`src/bpu_settings.svh`:
```
`ifndef BPU_SETTINGS_SVH
`define BPU_SETTINGS_SVH

// address and instruction width
`define BPU_XLEN 32

// global history length
`define BPU_HIST_WIDTH 16

// bimodal table indexed by pc[9:1]
`define BPU_BIMODAL_ENTRIES 512

// direct-mapped btb indexed by pc[7:2]
`define BPU_BTB_ENTRIES 64

// tag taken from the top pc bits
`define BPU_BTB_TAG_WIDTH 14

// return address stack entries
`define BPU_RAS_DEPTH 8

`endif

```
`src/bpu_pkg.sv`:
```
`include "bpu_settings.svh"

package bpu_pkg;

    typedef logic [`BPU_XLEN-1:0] addr_t;
    typedef logic [`BPU_XLEN-1:0] inst_t;
    typedef logic [`BPU_HIST_WIDTH-1:0] hist_t;
    typedef logic [1:0] ctr_t;
    typedef logic [`BPU_BTB_TAG_WIDTH-1:0] btb_tag_t;
    // occupancy count one bit wider than a stack index
    typedef logic [$clog2(`BPU_RAS_DEPTH):0] ras_ptr_t;

    typedef enum logic [2:0] {
        CLS_NONE,
        CLS_BRANCH,
        CLS_JAL,
        CLS_JALR,
        CLS_RET
    } insn_class_t;

    function automatic insn_class_t classify(inst_t inst);
        insn_class_t cls;
        cls = CLS_NONE;
        if (inst[6:0] == 7'b1100011) begin
            cls = CLS_BRANCH;
        end else if (inst[6:0] == 7'b1101111) begin
            cls = CLS_JAL;
        end else if (inst[6:0] == 7'b1100111) begin
            // jalr x0, 0(ra) is the return idiom
            if (inst[11:7] == 5'd0 && inst[19:15] == 5'd1) begin
                cls = CLS_RET;
            end else begin
                cls = CLS_JALR;
            end
        end
        return cls;
    endfunction

    function automatic logic is_call(inst_t inst);
        insn_class_t cls;
        cls = classify(inst);
        return (cls == CLS_JAL) || (cls == CLS_JALR && inst[11:7] != 5'd0);
    endfunction

    function automatic addr_t branch_offset(inst_t inst);
        return {{(`BPU_XLEN-12){inst[31]}}, inst[7], inst[30:25], inst[11:8], 1'b0};
    endfunction

    function automatic addr_t jal_offset(inst_t inst);
        return {{(`BPU_XLEN-20){inst[31]}}, inst[19:12], inst[20], inst[30:21], 1'b0};
    endfunction

endpackage

```
`src/bpu_ifc.sv`:
```


// fetch-side lookup with answers combinational from pc
interface lookup_if;
    bpu_pkg::addr_t pc;
    logic           btb_hit;
    bpu_pkg::addr_t btb_target;
    logic           ctr_taken;
    logic           ras_valid;
    bpu_pkg::addr_t ras_top;

    modport req (output pc, input btb_hit, btb_target, ctr_taken, ras_valid, ras_top);
    modport btb (input pc, output btb_hit, btb_target);
    modport dir (input pc, output ctr_taken);
    modport ras (output ras_valid, ras_top);
endinterface

```
`src/predict_select.sv`:
```
module predict_select (
    input  bpu_pkg::addr_t fetch_pc_i,
    input  bpu_pkg::inst_t fetch_inst_i,
    input  logic           flush_i,
    lookup_if.req          look_io,
    output logic           pred_ctrl_o,
    output logic           pred_taken_o,
    output bpu_pkg::addr_t pred_pc_o
);

    bpu_pkg::insn_class_t cls;
    bpu_pkg::addr_t       seq_pc;
    bpu_pkg::addr_t       jal_pc;
    bpu_pkg::addr_t       br_pc;
    bpu_pkg::addr_t       taken_pc;
    logic                 taken;

    assign look_io.pc = fetch_pc_i;

    assign cls    = bpu_pkg::classify(fetch_inst_i);
    assign seq_pc = fetch_pc_i + bpu_pkg::addr_t'(4);
    assign jal_pc = fetch_pc_i + bpu_pkg::jal_offset(fetch_inst_i);
    assign br_pc  = fetch_pc_i + bpu_pkg::branch_offset(fetch_inst_i);

    always_comb begin
        taken    = 1'b0;
        taken_pc = seq_pc;
        case (cls)
            bpu_pkg::CLS_RET: begin
                // stack first with the btb as fallback
                if (look_io.ras_valid) begin
                    taken    = 1'b1;
                    taken_pc = look_io.ras_top;
                end else if (look_io.btb_hit) begin
                    taken    = 1'b1;
                    taken_pc = look_io.btb_target;
                end
            end
            bpu_pkg::CLS_JALR: begin
                taken    = look_io.btb_hit;
                taken_pc = look_io.btb_target;
            end
            bpu_pkg::CLS_JAL: begin
                taken    = 1'b1;
                taken_pc = jal_pc;
            end
            bpu_pkg::CLS_BRANCH: begin
                taken    = look_io.ctr_taken;
                taken_pc = look_io.btb_hit ? look_io.btb_target : br_pc;
            end
            default: begin
                taken    = 1'b0;
                taken_pc = seq_pc;
            end
        endcase
    end

    // a flushed fetch falls through
    assign pred_ctrl_o  = !flush_i && (cls != bpu_pkg::CLS_NONE);
    assign pred_taken_o = !flush_i && taken;
    assign pred_pc_o    = (flush_i || !taken) ? seq_pc : taken_pc;

endmodule

```
`src/flat_wrapper.sv`:
```
// flat-port wrapper written by rule: the top's interface ports become plain ports
module predict_select_flat 
  (fetch_pc_i, fetch_inst_i, flush_i, pred_ctrl_o, pred_taken_o, pred_pc_o, look_io_pc, look_io_btb_hit, look_io_btb_target, look_io_ctr_taken, look_io_ras_valid, look_io_ras_top);
  lookup_if look_io_i ();
  input  bpu_pkg::addr_t fetch_pc_i;
  input  bpu_pkg::inst_t fetch_inst_i;
  input  logic flush_i;
  output logic pred_ctrl_o;
  output logic pred_taken_o;
  output bpu_pkg::addr_t pred_pc_o;
  output wire logic [$bits(look_io_i.pc)-1:0] look_io_pc;
  input wire logic [$bits(look_io_i.btb_hit)-1:0] look_io_btb_hit;
  input wire logic [$bits(look_io_i.btb_target)-1:0] look_io_btb_target;
  input wire logic [$bits(look_io_i.ctr_taken)-1:0] look_io_ctr_taken;
  input wire logic [$bits(look_io_i.ras_valid)-1:0] look_io_ras_valid;
  input wire logic [$bits(look_io_i.ras_top)-1:0] look_io_ras_top;
  assign look_io_pc = look_io_i.pc;
  assign look_io_i.btb_hit = look_io_btb_hit;
  assign look_io_i.btb_target = look_io_btb_target;
  assign look_io_i.ctr_taken = look_io_ctr_taken;
  assign look_io_i.ras_valid = look_io_ras_valid;
  assign look_io_i.ras_top = look_io_ras_top;
  predict_select u_core (.fetch_pc_i(fetch_pc_i), .fetch_inst_i(fetch_inst_i), .flush_i(flush_i), .look_io(look_io_i), .pred_ctrl_o(pred_ctrl_o), .pred_taken_o(pred_taken_o), .pred_pc_o(pred_pc_o));
endmodule
```
`config.mk`:
```
export PLATFORM = sky130hd
export DESIGN_NAME = predict_select_flat
export DESIGN_NICKNAME = d
export VERILOG_FILES = /design/src/bpu_pkg.sv /design/src/bpu_ifc.sv /design/src/predict_select.sv /design/src/flat_wrapper.sv
export VERILOG_INCLUDE_DIRS = /design/src /design/src/src
export SDC_FILE = /design/constraint.sdc
export NUM_CORES = 1
export LEC_CHECK = 0
export BUFFER_PORTS_ARGS = -buffer_cell sky130_fd_sc_hd__buf_4
export CORE_MARGIN = 3
export CORE_UTILIZATION = 25
export DETAILED_ROUTE_END_ITERATION = 10
export PLACE_DENSITY = 0.57
export SETUP_SLACK_MARGIN = 0.15
export SLEW_MARGIN = 20
export SYNTH_ARGS = -nofsm -noshare
export SYNTH_HDL_FRONTEND = slang
export SYNTH_SLANG_ARGS = --single-unit
```
`constraint.sdc`:
```
create_clock -name vclk -period 2.42
set_input_delay 0 -clock vclk [all_inputs]
set_output_delay 0 -clock vclk [all_outputs]
set_load 0.01 [all_outputs]
```
After elaboration in Yosys (flattened, before gate mapping)
Index checks and enable logic that the tools add are counted.
{"block": "word_totals", "regBits": 0, "input_bits": 132, "output_inout_bits": 66, "word_cells": 31}
{"block": "classes", "n_addsub": 3, "eq_ne": 8, "n_mux": 12, "n_reduce_logical": 8}
{"op": "32-bit 2-to-1 mux", "count": 4}
{"op": "32-bit case mux with 4 select lines", "count": 1}
{"op": "32-bit adder", "count": 2}
{"op": "32-bit by 3-bit adder with 32-bit output (second input constant)", "count": 1}
{"op": "7-bit == test (second input constant)", "count": 3}
{"op": "3-bit 2-to-1 mux", "count": 4}
{"op": "3-bit by 2-bit == test with 1-bit output (second input constant)", "count": 2}
{"op": "5-bit by 1-bit == test with 1-bit output (second input constant)", "count": 1}
{"op": "5-bit logical NOT", "count": 1}
{"op": "1-bit case mux with 4 select lines", "count": 1}
{"op": "3-bit by 1-bit == test with 1-bit output (second input constant)", "count": 1}
{"op": "3-bit == test (second input constant)", "count": 1}
{"op": "1-bit logical AND", "count": 3}
{"op": "3-bit nonzero test", "count": 1}
{"op": "1-bit logical NOT", "count": 2}
{"op": "1-bit 2-to-1 mux", "count": 2}
{"op": "1-bit logical OR", "count": 1}

Depth between registers and ports, before layout
Gate-level depths: netlist of the first run.
{"block": "logic_depth", "ltp_word": 11, "depth_mapped": 11, "ltp_nobuf": 11}

Worst setup path after synthesis of the first run
Ideal clock, no wire load.
{"block": "synth_path", "path_kind": "input-to-output", "from": "in fetch_pc_i[1]", "to": "out pred_pc_o[15]", "t_arrival_ns": 2.237, "required_ns": 2.420, "slack_ns": 0.183, "cell_stages": 10, "path_buffers": 0, "path_cell_list": "ha_1 -> fa_1 -> a21o_1 -> and3_1 -> or2_1 -> a21oi_2 -> o31ai_1 -> a21oi_1 -> xor2_1 -> o311ai_0"}
{"block": "synth_between", "elab_chain_cells": 5, "elab_cells_between_ends": 8, "classes_between": "add/sub: 3; mux: 5"}
{"element": "start: declaration", "line_no": "flat_wrapper.sv:5", "text": "input bpu_pkg::addr_t fetch_pc_i;"}
{"element": "32-bit by 3-bit adder with 32-bit output", "line_no": "predict_select.sv:21", "text": "assign seq_pc = fetch_pc_i + bpu_pkg::addr_t'(4);"}
{"element": "32-bit 2-to-1 mux", "line_no": "predict_select.sv:34", "text": "end else if (look_io.btb_hit) begin"}
{"element": "32-bit 2-to-1 mux", "line_no": "predict_select.sv:31", "text": "if (look_io.ras_valid) begin"}
{"element": "32-bit case mux with 4 select lines", "line_no": "predict_select.sv:28", "text": "case (cls)"}
{"element": "32-bit 2-to-1 mux *", "line_no": "predict_select.sv:61", "text": "assign pred_pc_o = (flush_i || !taken) ? seq_pc : taken_pc;"}
{"element": "end: declaration", "line_no": "flat_wrapper.sv:10", "text": "output bpu_pkg::addr_t pred_pc_o;"}
Mark *: on every way between the ends. The rest lies on a longest branch, timed or not.

Worst setup path after layout of the first run
{"block": "layout_path", "from": "in fetch_inst_i[24]", "to": "out pred_pc_o[26]"}
{"block": "layout_between", "elab_chain_cells": 3}
{"element": "start: declaration", "line_no": "flat_wrapper.sv:6", "text": "input bpu_pkg::inst_t fetch_inst_i;"}
{"element": "32-bit adder", "line_no": "predict_select.sv:22", "text": "assign jal_pc = fetch_pc_i + bpu_pkg::jal_offset(fetch_inst_i);"}
{"element": "32-bit case mux with 4 select lines", "line_no": "predict_select.sv:28"}
{"element": "32-bit 2-to-1 mux", "line_no": "predict_select.sv:61"}
Every way passes these cells.

==> impl_metrics.yaml, run 1 <==
detailed_routing:
  viasPerCell: 5.642
  ant_nets: 0
  firstDrtPassIters: 6
  wl_um: 30130
  drc: 0
  wl_per_cell_um: 20.57
  first_iter_violations: 849
  vias: 8265
timing:
  rsz0062_at_grt: "true"
  hold_viol_final: 0
  layout_setup_ws_ns: 0.04189
  tightest_slew_ns: 0.5890
  whs_ns: 0.2053
  setup_viol: 0
  timing.fmax_mhz: 420.5
  final-max-slew-violation-count: 0
  max_slew_margin_pct: 60.69
  period_needed_ns: 2.378
  final.setup.tns_ns: 0
  final.period_utilization_pct: 98.27
synthesis:
  synthesis.instances: 873
  synthesis.nets: 1051
  synth_area_per_cell_um2: 6.480
  yosys.cell_types.count: 80
  syn-cell-area_um2: 5657
  yosys_warnings: 0
  ys_seq_area_share_pct: 0
floorplan:
  die_area_um2: 24470
  core-area_um2: 22030
  die_h_um: 156.4
  io_pins: 198
  dieWidth_um: 156.4
  initial_core_util_pct: 25.68
  core.rowCount: 54
finish:
  drive_gt1_share_pct: 45.82
  seq_area_um2: 0
  fin_cells: 1465
  layout_commonest_cell: "buf_4"
  num-fill-cells: 2266
  syn_to_final_growth_pct: 68.83
  final_cell_mix: "367 x buf_4, 92 x nand2_1, 72 x nor2_1, 61 x a21oi_1, 47 x o21ai_0"
  clock_buffers: 0
  nNetsFinal: 1365
  diodes: 0
  fin_util_pct: 43.36
  seq_cells: 0
  multiInputGateArea_um2: 6008
  design_area_um2: 9550
power:
  p_sw_share_pct: 51.26
  pwr-share-comb_pct: 100.0
  power.internal_mw: 1.016
  seqPwrFrac_pct: 0
  ir_drop_uv: 63.36
  powerDensity_nw_per_um2: 218.2
  clkPwrFrac_pct: 0
  p_leak_nw: 4.064
  power.total_mw: 2.084
  p_switching_mw: 1.068
placed_design:
  hpwlAfterDp_um: 24310
  place.gp.congestion: 0.9990
  placed_cell_area_um2: 8361
  numPortBuffers: 198
  post-place-ws_ns: -0.3106
  dp.cells: 1443
critical_path:
  crit_path_top_delay_cell: "a2111oi_4"
  worstPathArrival_ns: 2.38
  start_kind: "primary input"
  cp_common_cell: "buf_6"
  path_cells: "buf_6, ha_4, and3_4, buf_6, a2111oi_4, o2111a_1, a311oi_4, a31oi_4, mux2i_1, a22oi_1, a21oi_1, buf_4"
  endpoint_kind: "output pin"
  slowest_delay_ns: 0.47
  cp_max_fo: 4
  criticalPathCategory: "in -> out"
  cp.required_ns: 2.42
grt:
  grt_start_max_net_pins: 32
  antenna_found_initial: 0
  grt_overflow: 0
  grt_pass1_wl_um: 44460
  grt_pass1_vias: 7845
  track_usage_pct: 22.77
outcome:
  outcome: "finished clean"
min_path:
  hold_path_class: "in -> out"
flow_run:
  drv_cap: 0
clock_tree:
  hold_buffers: 0
==> critical path: cells and delay by family <==
kind                       cells  cell delay [ns]
buffers and inverters          3             0.35
and+or+nand+nor                1             0.18
muxes                          1             0.22
AOI/OAI and AO/OA              6             1.38
adders and majority gates      1             0.23
==> synth_stat cells (13+ instances only) <==
| master | count | area share [%] |
|---|---|---|
| a22oi_1 | 13 | 1.7 |
| a221oi_1 | 13 | 2.0 |
| nand4_1 | 17 | 1.9 |
| inv_1 | 27 | 1.8 |
| buf_4 | 34 | 4.5 |
| ha_1 | 44 | 9.7 |
| nor2_1 | 81 | 5.4 |
| xnor2_1 | 40 | 6.2 |
| nand2_1 | 96 | 6.4 |
| o21ai_0 | 59 | 5.2 |
| buf_2 | 13 | 1.2 |
| xor2_1 | 24 | 3.7 |
| nor3_1 | 20 | 1.8 |
| o21a_1 | 16 | 2.1 |
| nand3_1 | 22 | 1.9 |
| a21oi_1 | 73 | 6.5 |
| a21o_1 | 14 | 1.9 |
| and3_1 | 14 | 1.5 |
| clkbuf_1 | 31 | 2.1 |
==> power by group through the flow <==
stage               Combinational (mW)  Clock (mW)  Sequential [mW]
global route                      2.23           0                0
CTS                               1.93           0                0
global placement                  1.73           0                0
finish                            2.08           0                0
floorplan                        0.937           0                0
detailed placement                1.74           0                0
==> path summary, 6_finish.rpt <==
check | start | cells after the start | endpoint | slack (ns)
hold / removal | fetch_pc_i[30] | 2 | look_io_pc[30] | 0.21
setup / recovery | fetch_inst_i[24] | 12 | pred_pc_o[26] | 0.04
==> timing repair <==
action                                  CTS  global route
pin swaps                                72            54
endpoints found under the hold margin     0             0
buffers inserted                         15             7
resized for setup                       111            87
endpoints found under the setup margin   28            25
==> cell type report <==
cell class	count	area share [%]
multi-input combinational	762	62.91
inverter	29	1.140
timing repair buffer	394	32.28
tap	280	3.668
==> cell families after synthesis <==
kind of cell	after synthesis	share of synthesized area (%)
XOR/XNOR	64	9.909
AND/OR/NAND/NOR	308	26.54
adder cells (fa/ha/maj)	46	10.44
AO/OA/AOI/OAI	327	40.06
buffers and inverters	111	9.931
multiplexers	17	3.119
==> per-layer routing <==
layer  part of all wire (%)  track usage, %  up-vias
met2                     46           37.65      390
met4                    2.8           5.627        0
li1                       -               -     3918
met3                    8.8           3.927       50
met1                     43           30.79     3907
met5                      0               0        -
(Power assumes the default switching activity.)
==> run 2: changes to the inputs <==
Settings changed: ABC_AREA set to 1, BUFFER_PORTS_ARGS -buffer_cell sky130_fd_sc_hd__buf_4 to unset, DONT_BUFFER_PORTS set to 1, PLACE_DENSITY 0.57 to 0.49.
==> impl_metrics.yaml, run 2 <==
floorplan:
  initial_core_util_pct: 25.68
  die_area_um2: 30040
  die_h_um: 173.3
  core-area_um2: 27250
  core.rowCount: 60
  dieWidth_um: 173.3
  io_pins: 198
finish:
  final_cell_mix: "528 x nand2_1, 209 x nor2_1, 200 x inv_1, 137 x nand3_1, 110 x a21oi_1"
  diodes: 0
  clock_buffers: 0
  fin_cells: 1806
  seq_cells: 0
  nNetsFinal: 1614
  drive_gt1_share_pct: 4.951
  seq_area_um2: 0
  layout_commonest_cell: "nand2_1"
  fin_util_pct: 26.56
  syn_to_final_growth_pct: 3.414
synthesis:
  syn-cell-area_um2: 6999
  synthAdderAreaFrac_pct: 8.438
  yosys-top-cells-count: "528 x nand2_1, 210 x nor2_1, 200 x inv_1, 137 x nand3_1, 112 x a21oi_1"
  synth.area.top_cells: "nand2_1 28%, nor2_1 11%, inv_1 11%, nand3_1 9.8%, a21oi_1 8.0%"
  yosys_warnings: 0
  ys_seq_area_share_pct: 0
  synth_simple_gate_area_share_pct: 56.81
  synth_top_cell_by_area: "nand2_1"
  netlist.area_leader.share_pct: 28.32
  yosys.cell_types.count: 49
  synth_top_family_by_area: "simple AND/OR/NAND/NOR gates"
  synth_mux_area_share_pct: 0.1430
  synthXorXnorAreaFrac_pct: 1.877
  synthesis.instances: 1475
  synthesis.nets: 1653
  synth_area_per_cell_um2: 4.745
  yosysMostFrequentCell: "nand2_1"
  synth_compound_area_share_pct: 15.43
critical_path:
  cp.required_ns: 2.42
  cp_top_family: "compound AO/OA/AOI/OAI gates"
  worstSetupStartpoint: "fetch_pc_i[5]"
  crit_path_top_delay_cell: "o21ai_1"
  endpoint_kind: "output pin"
  start_kind: "primary input"
  slowest_delay_ns: 0.55
  critPathBufInv: 1
  criticalPathCategory: "in -> out"
  path_cells: "ha_1, nand2_1, inv_1, nand2_1, o21ai_1, nand2_1, nand3_1, nor2_1, nor2_1, nor2_1, a21oi_1"
  worstPathArrival_ns: 2.17
  cp_max_fo: 8
min_path:
  min_from: "fetch_pc_i[1]"
  hold_path_class: "in -> out"
timing:
  final.period_utilization_pct: 89.61
  period_needed_ns: 2.169
  rsz0062_at_grt: "true"
  setup_viol: 0
  tightest_slew_ns: 0.6525
  max_slew_margin_pct: 56.44
  whs_ns: 0.000006303
  final-max-slew-violation-count: 0
  timing.fmax_mhz: 461.1
  hold_viol_final: 0
grt:
  antenna_found_initial: 0
  grt_pass1_vias: 8820
  track_usage_pct: 23.12
  grt_pass1_wl_um: 53920
  grt_overflow: 0
  grt_start_max_net_pins: 52
clock_tree:
  cts_resized: 2
  post_cts_buffers: 0
  hold_buffers: 0
detailed_routing:
  wl_um: 36510
  ant_nets: 0
  wl_per_cell_um: 20.22
  viasPerCell: 5.135
  drc: 0
  vias: 9273
  firstDrtPassIters: 5
  first_iter_violations: 944
placed_design:
  dp.cells: 1806
  place.gp.congestion: 1.082
  numPortBuffers: 0
  hpwlAfterDp_um: 30920
power:
  ir_drop_uv: 70.08
  powerDensity_nw_per_um2: 177.3
  p_leak_nw: 3.871
  power.total_mw: 1.284
outcome:
  outcome: "finished clean"
flow_run:
  drv_cap: 0
## run 2: routing by layer
layer / global-route usage (%) / up-vias / wire length, µm
li1: - / 4565 / -
met1: 29.12 / 4130 / 14710
met2: 38.46 / 505 / 16310
met3: 6.680 / 73 / 4277
met4: 6.351 / 0 / 1209
met5: 0 / - / 0
## run 2: report_power, final
part,leakage (nW),switching (mW),total (mW),internal [mW]
logic,3.87,0.891,1.28,0.393
registers,0,0,0,0
clock network,0,0,0,0
## run 2: cells by family after synthesis
family          count (synthesis)
fa+ha+maj                      46
buf+inv                       273
xor+xnor                       15
compound gates                195
mux                             1
simple gates                  945
## run 2: final cells by class
cell class                      count  area, µm²
Multi-Input combinational cell   1202       5807
Tap cell                          372      465.4
Timing Repair Buffer               24      180.2
Fill cell                        3292      20010
Inverter                          208      785.8
## run 2: through the flow
stage	setup TNS (ns)	instance area (µm²)	setup slack, ns
4_1_cts	0	7219	0.2834
3_5_place_dp	0	7219	0.03071
3_3_place_gp	-0.001404	7219	-0.001404
2_1_floorplan	0	6999	0.7934
6_report	0	7238	0.2514
5_1_grt	0	7238	0.1433
## run 2: path summary, 6_finish.rpt
check                  endpoint  slack, ns  depth (start not counted)
setup / recovery  pred_pc_o[25]       0.25                         11
hold / removal    look_io_pc[1]   0.000006                          0
==> run 3: changes to the inputs <==
--- a/config.mk
+++ b/config.mk
@@ -12,5 +12,7 @@
 export DETAILED_ROUTE_END_ITERATION = 10
 export DONT_BUFFER_PORTS = 1
+export MAX_ROUTING_LAYER = met4
 export PLACE_DENSITY = 0.49
+export RECOVER_POWER = 25
 export SETUP_SLACK_MARGIN = 0.15
 export SLEW_MARGIN = 20
==> constraint.sdc (replaced) <==
create_clock -name vclk -period 2.42
set_input_delay 0 -clock vclk [all_inputs]
set_output_delay 0 -clock vclk [all_outputs]
set_load 0.02 [all_outputs]
==> impl_metrics.yaml, run 3 (synthesized netlist as in run 2, its figures left out) <==
outcome:
  outcome: "finished clean"
timing:
  max_slew_margin_pct: 58.66
  layout_setup_ws_ns: 0.1997
  final.setup.tns_ns: 0
  rsz0062_at_grt: "true"
  tightest_slew_ns: 0.6153
  final.period_utilization_pct: 91.75
  period_needed_ns: 2.220
  setup_viol: 0
  final-max-slew-violation-count: 0
  hold_viol_final: 0
  timing.fmax_mhz: 450.4
power:
  power.total_mw: 1.355
  ir_drop_uv: 77.50
  p_leak_nw: 4.013
  powerDensity_nw_per_um2: 181.3
critical_path:
  endpoint_kind: "output pin"
  cp.required_ns: 2.42
  criticalPathCategory: "in -> out"
  start_kind: "primary input"
  worstPathArrival_ns: 2.22
  cp_max_fo: 6
  worstSetupStartpoint: "fetch_pc_i[17]"
detailed_routing:
  viasPerCell: 5.118
  vias: 9397
  ant_nets: 0
  wl_um: 36580
  first_iter_violations: 886
  firstDrtPassIters: 5
  wl_per_cell_um: 19.92
  drc: 0
finish:
  clock_buffers: 0
  drive_gt1_share_pct: 7.240
  syn_to_final_growth_pct: 6.757
  final_cell_mix: "522 x nand2_1, 209 x nor2_1, 200 x inv_1, 137 x nand3_1, 110 x a21oi_1"
  num-fill-cells: 3238
  seq_area_um2: 0
  diodes: 0
  nNetsFinal: 1644
  multiInputGateArea_um2: 5816
  layout_commonest_cell: "nand2_1"
  seq_cells: 0
  design_area_um2: 7472
placed_design:
  place.gp.congestion: 1.037
  hpwlAfterDp_um: 30830
  placed_cell_area_um2: 7445
  numPortBuffers: 0
  post-place-ws_ns: 0.2489
grt:
  antenna_found_initial: 0
  grt_pass1_wl_um: 53960
  track_usage_pct: 23.86
  grt_overflow: 0
  grt_start_max_net_pins: 52
  grt_pass1_vias: 8781
clock_tree:
  hold_buffers: 0
  post_cts_buffers: 0
floorplan:
  initial_core_util_pct: 25.68
  dieWidth_um: 173.3
  die_area_um2: 30040
  core-area_um2: 27250
  io_pins: 198
  core.rowCount: 60
  die_h_um: 173.3
min_path:
  hold_path_class: "in -> out"
  min_from: "fetch_pc_i[7]"
flow_run:
  drv_cap: 0
-- run 3: what timing repair did --
item / 4_1_cts / 5_1_grt
endpoints found under the hold margin: 0 / 0
resized for setup: 0 / 13
endpoints found under the setup margin: 0 / 10
-- run 3: through the flow --
stage	utilization, %	cells	hold WS (ns)
5_1_grt	27.42	1836	0.00002813
3_3_place_gp	27.32	1836	0.0001704
3_5_place_dp	27.32	1836	0.0001720
2_1_floorplan	-	1475	0.07658
6_report	27.42	1836	0.000009287
4_1_cts	27.32	1836	0.0001720
-- run 3: final cells by class --
class                           count  share of cell area (%)
Multi-Input combinational cell   1202                   77.83
Inverter                          208                   10.52
Tap cell                          372                   6.229
Timing Repair Buffer               54                   5.425
-- run 3: routing by layer --
layer / vias up / routed length [µm] / GRT usage, %
met5: - / 0 / -
met4: 0 / 1241 / 6.622
met3: 47 / 3390 / 5.256
met2: 441 / 16260 / 38.44
met1: 4295 / 15690 / 30.06
li1: 4614 / - / -
-- run 3: where the power goes --
| group | switching (mW) | internal (mW) |
|---|---|---|
| registers | 0 | 0 |
| clock network | 0 | 0 |
| logic | 0.922 | 0.432 |
-- run 3: worst paths after layout --
| path | to | slack [ns] | cells after the start |
|---|---|---|---|
| setup / recovery | pred_pc_o[26] | 0.20 | 12 |
| hold / removal | look_io_pc[7] | 0.000009 | 0 |
-- run 3: critical path, stage by stage --
cell and delay (ns):
ha_1 0.42, nand2_1 0.13, inv_1 0.10, nand2_1 0.18, nor3_1 0.38, nand3_1 0.17
nand3_1 0.11, nand2_1 0.05, nor2_1 0.24, nor2_1 0.07, a21oi_1 0.20, buf_4 0.18
